`config.mk`:
```
export PLATFORM = sky130hd
export DESIGN_NAME = game_mem_top
export DESIGN_NICKNAME = d
export VERILOG_FILES = /design/src/mem_pkg.sv /design/src/frac_cen.sv /design/src/prom_writer.sv /design/src/sdram_slot_mux.sv /design/src/game_mem_top.sv
export SDC_FILE = /design/constraint.sdc
export NUM_CORES = 1
export LEC_CHECK = 0
export ABC_CLOCK_PERIOD_IN_PS = 3300
export BUFFER_PORTS_ARGS = -buffer_cell sky130_fd_sc_hd__buf_4
export CORE_AREA = 2 2 141 143
export DETAILED_ROUTE_END_ITERATION = 12
export DIE_AREA = 0 0 143 145
export PLACE_DENSITY = 0.7
export REMOVE_ABC_BUFFERS = 1
export SYNTH_ARGS = -nofsm -noshare
export SYNTH_HDL_FRONTEND = slang
export SYNTH_HIERARCHICAL = 1
export SYNTH_SLANG_ARGS = --single-unit
```
`constraint.sdc`:
```
create_clock -name VB -period 3.3 [get_ports VB]
set_clock_uncertainty 0.05 [all_clocks]
set_input_delay 0.165 -clock VB [delete_from_list [all_inputs] [get_ports VB]]
set_output_delay 0.165 -clock VB [all_outputs]
set_load 0.03 [all_outputs]
```
`src/mem_pkg.sv`:
```
// Memory widths, slot request and response structs, region offsets, slot indices, mux states
package mem_pkg;

    // SDRAM side word address
    typedef logic [21:0] sdram_addr_t;
    // Word address inside one client region
    typedef logic [19:0] slot_addr_t;
    typedef logic [15:0] word_t;
    // Active low byte enables, bit 1 is the upper byte
    typedef logic [1:0]  byte_mask_t;
    // Byte address of the ROM download stream
    typedef logic [22:0] dl_addr_t;

    localparam int NUM_SLOTS_MAX = 4;

    // Client slot indices
    localparam int SLOT_MAIN_ROM = 0;
    localparam int SLOT_RAM      = 1;
    localparam int SLOT_GFX      = 2;
    localparam int SLOT_SOUND    = 3;

    // Request held by a client until ok
    typedef struct packed {
        logic       cs;
        logic       wr;
        slot_addr_t addr;
        word_t      din;
        byte_mask_t wrmask;
    } slot_req_t;

    typedef struct packed {
        logic  ok;
        word_t dout;
    } slot_rsp_t;

    // Base of each client region in SDRAM
    localparam sdram_addr_t REGION_OFFSET [0:NUM_SLOTS_MAX-1] = '{
        SLOT_MAIN_ROM : 22'h00_0000,
        SLOT_RAM      : 22'h3A_8000,
        SLOT_GFX      : 22'h0A_8000,
        SLOT_SOUND    : 22'h08_0000
    };

    typedef enum logic [1:0] {IDLE, REQ, WAIT_DATA, RESPOND} mux_state_t;

endpackage

```
`src/frac_cen.sv`:
```
// Fractional clock enable generator with CEN_N pulses in every CEN_M cycles
`timescale 1ns/1ps

module frac_cen #(
    parameter int CEN_N = 5,
    parameter int CEN_M = 24
) (
    input  logic VB,
    input  logic rst_n,
    output logic cen
);

    // Wide enough for the largest sum before the wrap
    localparam int ACC_W = $clog2(CEN_M + CEN_N);

    logic [ACC_W-1:0] acc;
    logic [ACC_W-1:0] sum;
    logic             wrap;

    assign sum  = acc + ACC_W'(CEN_N);
    assign wrap = (sum >= ACC_W'(CEN_M));

    // The accumulator returns to the same value every CEN_M cycles
    always_ff @(posedge VB or negedge rst_n) begin
        if (!rst_n) begin
            acc <= '0;
            cen <= 1'b0;
        end else begin
            if (wrap) begin
                acc <= sum - ACC_W'(CEN_M);
            end else begin
                acc <= sum;
            end
            cen <= wrap;
        end
    end

endmodule

```
`src/prom_writer.sv`:
```
// Download byte stream to masked SDRAM programming writes and configuration strobes
`timescale 1ns/1ps

module prom_writer #(
    parameter mem_pkg::dl_addr_t CFG_START = 23'h40_0000
) (
    input  logic                 VB,
    input  logic                 rst_n,
    input  logic                 downloading,
    input  mem_pkg::dl_addr_t    ioctl_addr,
    input  logic [7:0]           ioctl_data,
    input  logic                 ioctl_wr,
    input  logic                 sdram_ack,
    output mem_pkg::sdram_addr_t prog_addr,
    output logic [7:0]           prog_data,
    output mem_pkg::byte_mask_t  prog_mask,
    output logic                 prog_we,
    output logic                 cfg_we
);
    import mem_pkg::*;

    // Active low masks, even byte addresses land in the upper byte
    localparam byte_mask_t MASK_UPPER = 2'b01;
    localparam byte_mask_t MASK_LOWER = 2'b10;

    logic accept;
    logic is_cfg;

    // Bytes arriving during a pending write are lost
    assign accept = downloading && ioctl_wr && !prog_we;
    assign is_cfg = (ioctl_addr >= CFG_START);

    always_ff @(posedge VB or negedge rst_n) begin
        if (!rst_n) begin
            prog_we <= 1'b0;
            cfg_we  <= 1'b0;
        end else begin
            cfg_we <= 1'b0;
            if (prog_we) begin
                if (sdram_ack) begin
                    prog_we <= 1'b0;
                end
            end else if (accept) begin
                if (is_cfg) begin
                    cfg_we <= 1'b1;
                end else begin
                    prog_we <= 1'b1;
                end
            end
        end
    end

    // Data also feeds the configuration registers
    always_ff @(posedge VB) begin
        if (accept) begin
            prog_data <= ioctl_data;
            if (!is_cfg) begin
                prog_addr <= ioctl_addr[22:1];
                prog_mask <= ioctl_addr[0] ? MASK_LOWER : MASK_UPPER;
            end
        end
    end

endmodule

```
`src/sdram_slot_mux.sv`:
```
// Fixed priority slot arbiter with region offsets and the SDRAM request sequence
`timescale 1ns/1ps

module sdram_slot_mux #(
    parameter int NUM_SLOTS = 4
) (
    input  logic                                  VB,
    input  logic                                  rst_n,
    input  logic                                  downloading,
    input  mem_pkg::slot_req_t [NUM_SLOTS-1:0]    slot_req,
    output mem_pkg::slot_rsp_t [NUM_SLOTS-1:0]    slot_rsp,
    output logic                                  sdram_req,
    output mem_pkg::sdram_addr_t                  sdram_addr,
    output logic                                  sdram_rnw,
    output mem_pkg::byte_mask_t                   sdram_wrmask,
    output mem_pkg::word_t                        data_write,
    input  logic                                  sdram_ack,
    input  logic                                  data_rdy,
    input  mem_pkg::word_t                        data_read
);
    import mem_pkg::*;

    localparam int IDX_W = $clog2(NUM_SLOTS);

    mux_state_t           state;
    logic [IDX_W-1:0]     gnt_q;
    logic [NUM_SLOTS-1:0] ok_q;
    word_t                dout_q [NUM_SLOTS];

    logic                 gnt_valid;
    logic [IDX_W-1:0]     gnt_idx;
    sdram_addr_t          gnt_addr;
    slot_req_t            gnt_req;

    // Lowest index wins, so scan from the top down
    always_comb begin
        gnt_valid = 1'b0;
        gnt_idx   = '0;
        for (int i = NUM_SLOTS - 1; i >= 0; i--) begin
            if (slot_req[i].cs) begin
                gnt_valid = 1'b1;
                gnt_idx   = IDX_W'(i);
            end
        end
    end

    assign gnt_req  = slot_req[gnt_idx];
    assign gnt_addr = REGION_OFFSET[gnt_idx] + sdram_addr_t'(gnt_req.addr);

    always_comb begin
        for (int i = 0; i < NUM_SLOTS; i++) begin
            slot_rsp[i].ok   = ok_q[i];
            slot_rsp[i].dout = dout_q[i];
        end
    end

    // Request sequence
    always_ff @(posedge VB or negedge rst_n) begin
        if (!rst_n) begin
            state     <= IDLE;
            gnt_q     <= '0;
            ok_q      <= '0;
            sdram_req <= 1'b0;
        end else begin
            unique case (state)
                IDLE: begin
                    // No new grants while the ROM download owns the SDRAM
                    if (gnt_valid && !downloading) begin
                        gnt_q     <= gnt_idx;
                        sdram_req <= 1'b1;
                        state     <= REQ;
                    end
                end
                REQ: begin
                    if (sdram_ack) begin
                        sdram_req <= 1'b0;
                        state     <= WAIT_DATA;
                    end
                end
                WAIT_DATA: begin
                    if (data_rdy) begin
                        ok_q[gnt_q] <= 1'b1;
                        state       <= RESPOND;
                    end
                end
                RESPOND: begin
                    // Back to IDLE so the served client can drop cs
                    ok_q  <= '0;
                    state <= IDLE;
                end
                default: begin
                    state <= IDLE;
                end
            endcase
        end
    end

    // Payload of the granted request
    always_ff @(posedge VB) begin
        if (state == IDLE && gnt_valid && !downloading) begin
            sdram_addr   <= gnt_addr;
            sdram_rnw    <= ~gnt_req.wr;
            sdram_wrmask <= gnt_req.wrmask;
            data_write   <= gnt_req.din;
        end
    end

    // Read data return, writes keep the last value
    always_ff @(posedge VB) begin
        if (state == WAIT_DATA && data_rdy && sdram_rnw) begin
            dout_q[gnt_q] <= data_read;
        end
    end

endmodule

```
`src/game_mem_top.sv`:
```
// Memory side top level with CPU clock enable, download writer and slot multiplexer
`timescale 1ns/1ps

module game_mem_top #(
    parameter int                CEN_N     = 5,
    parameter int                CEN_M     = 24,
    parameter mem_pkg::dl_addr_t CFG_START = 23'h40_0000,
    parameter int                NUM_SLOTS = 4
) (
    input  logic                               VB,
    input  logic                               rst_n,
    input  logic                               downloading,
    // ROM download
    input  mem_pkg::dl_addr_t                  ioctl_addr,
    input  logic [7:0]                         ioctl_data,
    input  logic                               ioctl_wr,
    output mem_pkg::sdram_addr_t               prog_addr,
    output logic [7:0]                         prog_data,
    output mem_pkg::byte_mask_t                prog_mask,
    output logic                               prog_we,
    output logic                               cfg_we,
    // Client slots
    input  mem_pkg::slot_req_t [NUM_SLOTS-1:0] slot_req,
    output mem_pkg::slot_rsp_t [NUM_SLOTS-1:0] slot_rsp,
    // SDRAM controller
    output logic                               sdram_req,
    output mem_pkg::sdram_addr_t               sdram_addr,
    output logic                               sdram_rnw,
    output mem_pkg::byte_mask_t                sdram_wrmask,
    output mem_pkg::word_t                     data_write,
    input  logic                               sdram_ack,
    input  logic                               data_rdy,
    input  mem_pkg::word_t                     data_read,
    output logic                               cpu_cen
);

    frac_cen #(
        .CEN_N ( CEN_N ),
        .CEN_M ( CEN_M )
    ) u_cen (
        .VB    ( VB      ),
        .rst_n ( rst_n   ),
        .cen   ( cpu_cen )
    );

    // Shares sdram_ack with the mux, which idles during the download
    prom_writer #(
        .CFG_START ( CFG_START )
    ) u_prom_we (
        .VB          ( VB          ),
        .rst_n       ( rst_n       ),
        .downloading ( downloading ),
        .ioctl_addr  ( ioctl_addr  ),
        .ioctl_data  ( ioctl_data  ),
        .ioctl_wr    ( ioctl_wr    ),
        .sdram_ack   ( sdram_ack   ),
        .prog_addr   ( prog_addr   ),
        .prog_data   ( prog_data   ),
        .prog_mask   ( prog_mask   ),
        .prog_we     ( prog_we     ),
        .cfg_we      ( cfg_we      )
    );

    sdram_slot_mux #(
        .NUM_SLOTS ( NUM_SLOTS )
    ) u_slot_mux (
        .VB           ( VB           ),
        .rst_n        ( rst_n        ),
        .downloading  ( downloading  ),
        .slot_req     ( slot_req     ),
        .slot_rsp     ( slot_rsp     ),
        .sdram_req    ( sdram_req    ),
        .sdram_addr   ( sdram_addr   ),
        .sdram_rnw    ( sdram_rnw    ),
        .sdram_wrmask ( sdram_wrmask ),
        .data_write   ( data_write   ),
        .sdram_ack    ( sdram_ack    ),
        .data_rdy     ( data_rdy     ),
        .data_read    ( data_read    )
    );

endmodule

```
==> flow_summary_export.csv <==
group,metric,value,unit
run_status,outcome,"finished, final reports clean",
floorplanning,core,0.0192,sq mm
sta,setup_viol,0,
logic_synthesis,syn-cell-area,0.00615,sq mm
logic_synthesis,yosysSeqAreaShare,73.8,%
floorplanning,dieWidth,143,um
hold_path,min_to,"u_prom_we/cfg_we",
floorplanning,io_pins,358,
routing,routed_wl,18500,um
grt,grt_pass1_vias,4940,
pwr,swShare,27.9,%
pwr,clkPwrFrac,35.5,%
pwr,combPwrFrac,22.0,%
routing,dr.pass1.iters,4,
place,port_buffers,357,
routing,wire_per_inst,18.3,um
sta,relSlewSlack,58.4,%
pwr,p_sw,0.00161,W
logic_synthesis,synth_commonest_cells,"137 x edfxtp_1, 38 x mux4_2, 17 x dfrtp_1, 14 x inv_1",
clocking,cts_max_level,4,
cells_and_area,fin_area,0.0104,sq mm
place,place.gp.congestion,0.832,
pwr,p_int,0.00415,W
critical_path,r2r_slack,1.24,ns
clocking,post_cts_buffers,0,
pwr,seq_power_share,42.6,%
critical_path,critPathMaxFanout,31,
clocking,clockBufferDepth,2,
place,dpl_cell_area,0.00922,sq mm
job,maxCapViolCount,0,
cells_and_area,utilization,53.9,%
clocking,clk_latency,0.41,ns
grt,grt_use_total,17.8,%
pwr,p_leak,4.34,nW
clocking,cts-root-buf,"clkbuf_16",
pwr,power_density,556,mW/mm^2
clocking,clock-sinks,154,
clocking,path_clk_slew,0.06,ns
logic_synthesis,ys_warn_count,6,
critical_path,r2r_cells,4,
critical_path,r2r_start,"u_slot_mux/state[0]",
logic_synthesis,synth-async-reset-ratio,11.0,%
floorplanning,die_y,145,um
logic_synthesis,yosys.area_share.simple,3.52,%
cells_and_area,fin_nets,957,
logic_synthesis,synth_top_area_share,66.9,%
logic_synthesis,syn_inst,303,
logic_synthesis,yosys.area.top_type,"edfxtp_1",
logic_synthesis,synth_mux_area_share,14.6,%
logic_synthesis,synth.distinct_cells,39,
cells_and_area,final_cell_count_no_fill,1009,
sta,hold_viol_final,0,
grt,grt_pass1_wl,27700,um
floorplanning,dieArea,0.0207,sq mm
sta,rsz0062_at_grt,"no",
logic_synthesis,synth.area.top_cells,"edfxtp_1 67%, mux4_2 14%, dfrtp_1 6.9%, ha_1 2.6%, inv_1 0.85%",
critical_path,critPathKind,"input port to flip-flop",
critical_path,cp-end-kind,"flip-flop",
logic_synthesis,synth.most_common_cell,"edfxtp_1",
routing,vias,4604,
cells_and_area,fillers,1549,
cells_and_area,register_area,0.00454,sq mm
grt,grt_start_max_net_pins,32,
sta,slew_viol_final,0,
hold_path,min_path_type,"input port to flip-flop",
logic_synthesis,synth_top_family_by_area,"multiplexers",
sta,fmax,439,MHz
critical_path,r2r-end,"u_slot_mux/data_write[4]",
pwr,vdd_ir_drop_max,0.339,mV
routing,ant_nets,0,
grt,globalRouteOverflowTotal,0,
critical_path,start_kind,"input port",
cells_and_area,layout-drive-gt1-share,60.5,%
logic_synthesis,synth-edff-count,137,
routing,drc,0,
cells_and_area,diodes,0,
hold_path,whs_path_depth,3,
cells_and_area,area_delta_synth_final,68.4,%
floorplanning,num_rows,51,
sta,tightestPinTransition,0.615,ns
clocking,cts_tree,"yes",
logic_synthesis,synth-xor-area-share,0.854,%
logic_synthesis,synth_compound_area_share,3.01,%
sta,period_needed,2.28,ns
place,dp_hpwl,14100,um
hold_path,worstHoldStart,"downloading",
logic_synthesis,ys_ff_latch,154,
sta,finalCritPeriodShare,69.1,%
routing,avgViaCountPerCell,4.56,
logic_synthesis,syn_avg_cell_area,20.3,sq um
critical_path,arrival,2.39,ns
routing,drt_iter0_drc,227,
place,dp_cells,926,
critical_path,required,3.41,ns
logic_synthesis,yosys.area_share.adder,2.64,%
clocking,cts_made_buffers,17,
logic_synthesis,synthFlopType,"edfxtp_1",
cells_and_area,multi_input_area,0.00155,sq mm
grt,antenna_found_initial,0,
floorplanning,start_util,32.0,%
==> through the flow <==
step	setup TNS (ns)	power (W)	hold slack [ns]	setup WS, ns
CTS	0	0.00582	0.0180	0.978
global placement	0	0.00369	-0.00792	0.579
floorplan	-24.94	0.00314	-0.181	-1.42
detailed placement	0	0.00371	-0.00139	0.563
global route	0	0.00600	0.0395	0.857
finish	0	0.00576	0.0458	1.02
==> routing by layer <==
layer | global-route usage [%] | routed length, um
met5 | 0 | 0
met2 | 31.5 | 9950
met4 | 5.79 | 304
met1 | 20.4 | 6780
met3 | 5.35 | 1450
==> sequential cells by signal, summed over array words and instances (netlist names) <==
name and count:
u_prom_we/prog_we 1, u_prom_we/prog_addr 22, u_slot_mux/sdram_req 1, u_prom_we/prog_mask 2
u_slot_mux/ok_q 4, u_cen/acc 5, u_slot_mux/state 2, u_slot_mux/sdram_wrmask 2
u_slot_mux/sdram_rnw 1, u_prom_we/prog_data 8, u_prom_we/cfg_we 1, u_slot_mux/gnt_q 2
u_slot_mux/sdram_addr 22, u_slot_mux/dout_q 64, u_slot_mux/data_write 16, u_cen/cen 1
==> critical path, stage by stage <==
cell	delay, ns
buf_4	0.13
nor2b_2	0.16
o21bai_4	0.21
buf_4	0.53
mux4_2	0.58
ha_1	0.36
a31oi_2	0.10
xnor2_1	0.13
==> worst max-delay path by stage <==
stage / endpoint / from / cells past startpoint / slack, ns
after global routing: u_slot_mux/sdram_addr[20] / slot_req[159] / 8 / 0.86
after global placement: u_slot_mux/sdram_addr[20] / slot_req[159] / 8 / 0.58
after CTS: u_slot_mux/sdram_addr[20] / slot_req[159] / 8 / 0.98
after detailed placement: u_slot_mux/sdram_addr[20] / slot_req[159] / 8 / 0.56
final: u_slot_mux/sdram_addr[20] / slot_req[159] / 8 / 1.02
after floorplan: u_slot_mux/sdram_addr[20] / slot_req[119] / 8 / -1.42
==> placed cells by master (no fill, tap or decap), types with 6 or more instances in the layout <==
master	count
clkbuf_16	17
nor2_1	8
edfxtp_1	137
buf_4	366
dfrtp_1	17
inv_1	14
nand2_1	13
dlygate4sd3_1	51
mux4_2	38
inv_6	6
ha_1	13
==> power groups by stage <==
stage / logic, W / registers (W) / clock network, W
detailed placement: 0.00122 / 0.00249 / 0
floorplan: 0.000366 / 0.00277 / 0
finish: 0.00126 / 0.00245 / 0.00204
global placement: 0.00120 / 0.00249 / 0
global route: 0.00135 / 0.00247 / 0.00217
CTS: 0.00128 / 0.00245 / 0.00209
==> timing repair <==
item,4_1_cts,5_1_grt
hold endpoints to repair,116,0
gates resized for setup,0,0
hold buffers,51,0
==> cell families (layout without fill, tap and decap cells) <==
| family | after synthesis | in the layout |
|---|---|---|
| DFF | 154 | 154 |
| muxes | 42 | 42 |
| adders and majority gates | 13 | 13 |
| xor gates and xnor gates | 6 | 6 |
| and+or+nand+nor | 42 | 42 |
| AOI/OAI and AO/OA | 24 | 24 |
| buffers and inverters | 22 | 463 |
==> layout make-up <==
type	instances	area share (%)
Sequential cell	154	43.8
Timing Repair Buffer	417	31.4
Multi-Input combinational cell	127	15.0
Clock buffer	17	4.11
Tap cell	265	3.20
Clock inverter	15	1.96
Inverter	14	0.507
No activity file was read; power rests on OpenSTA's default activity.
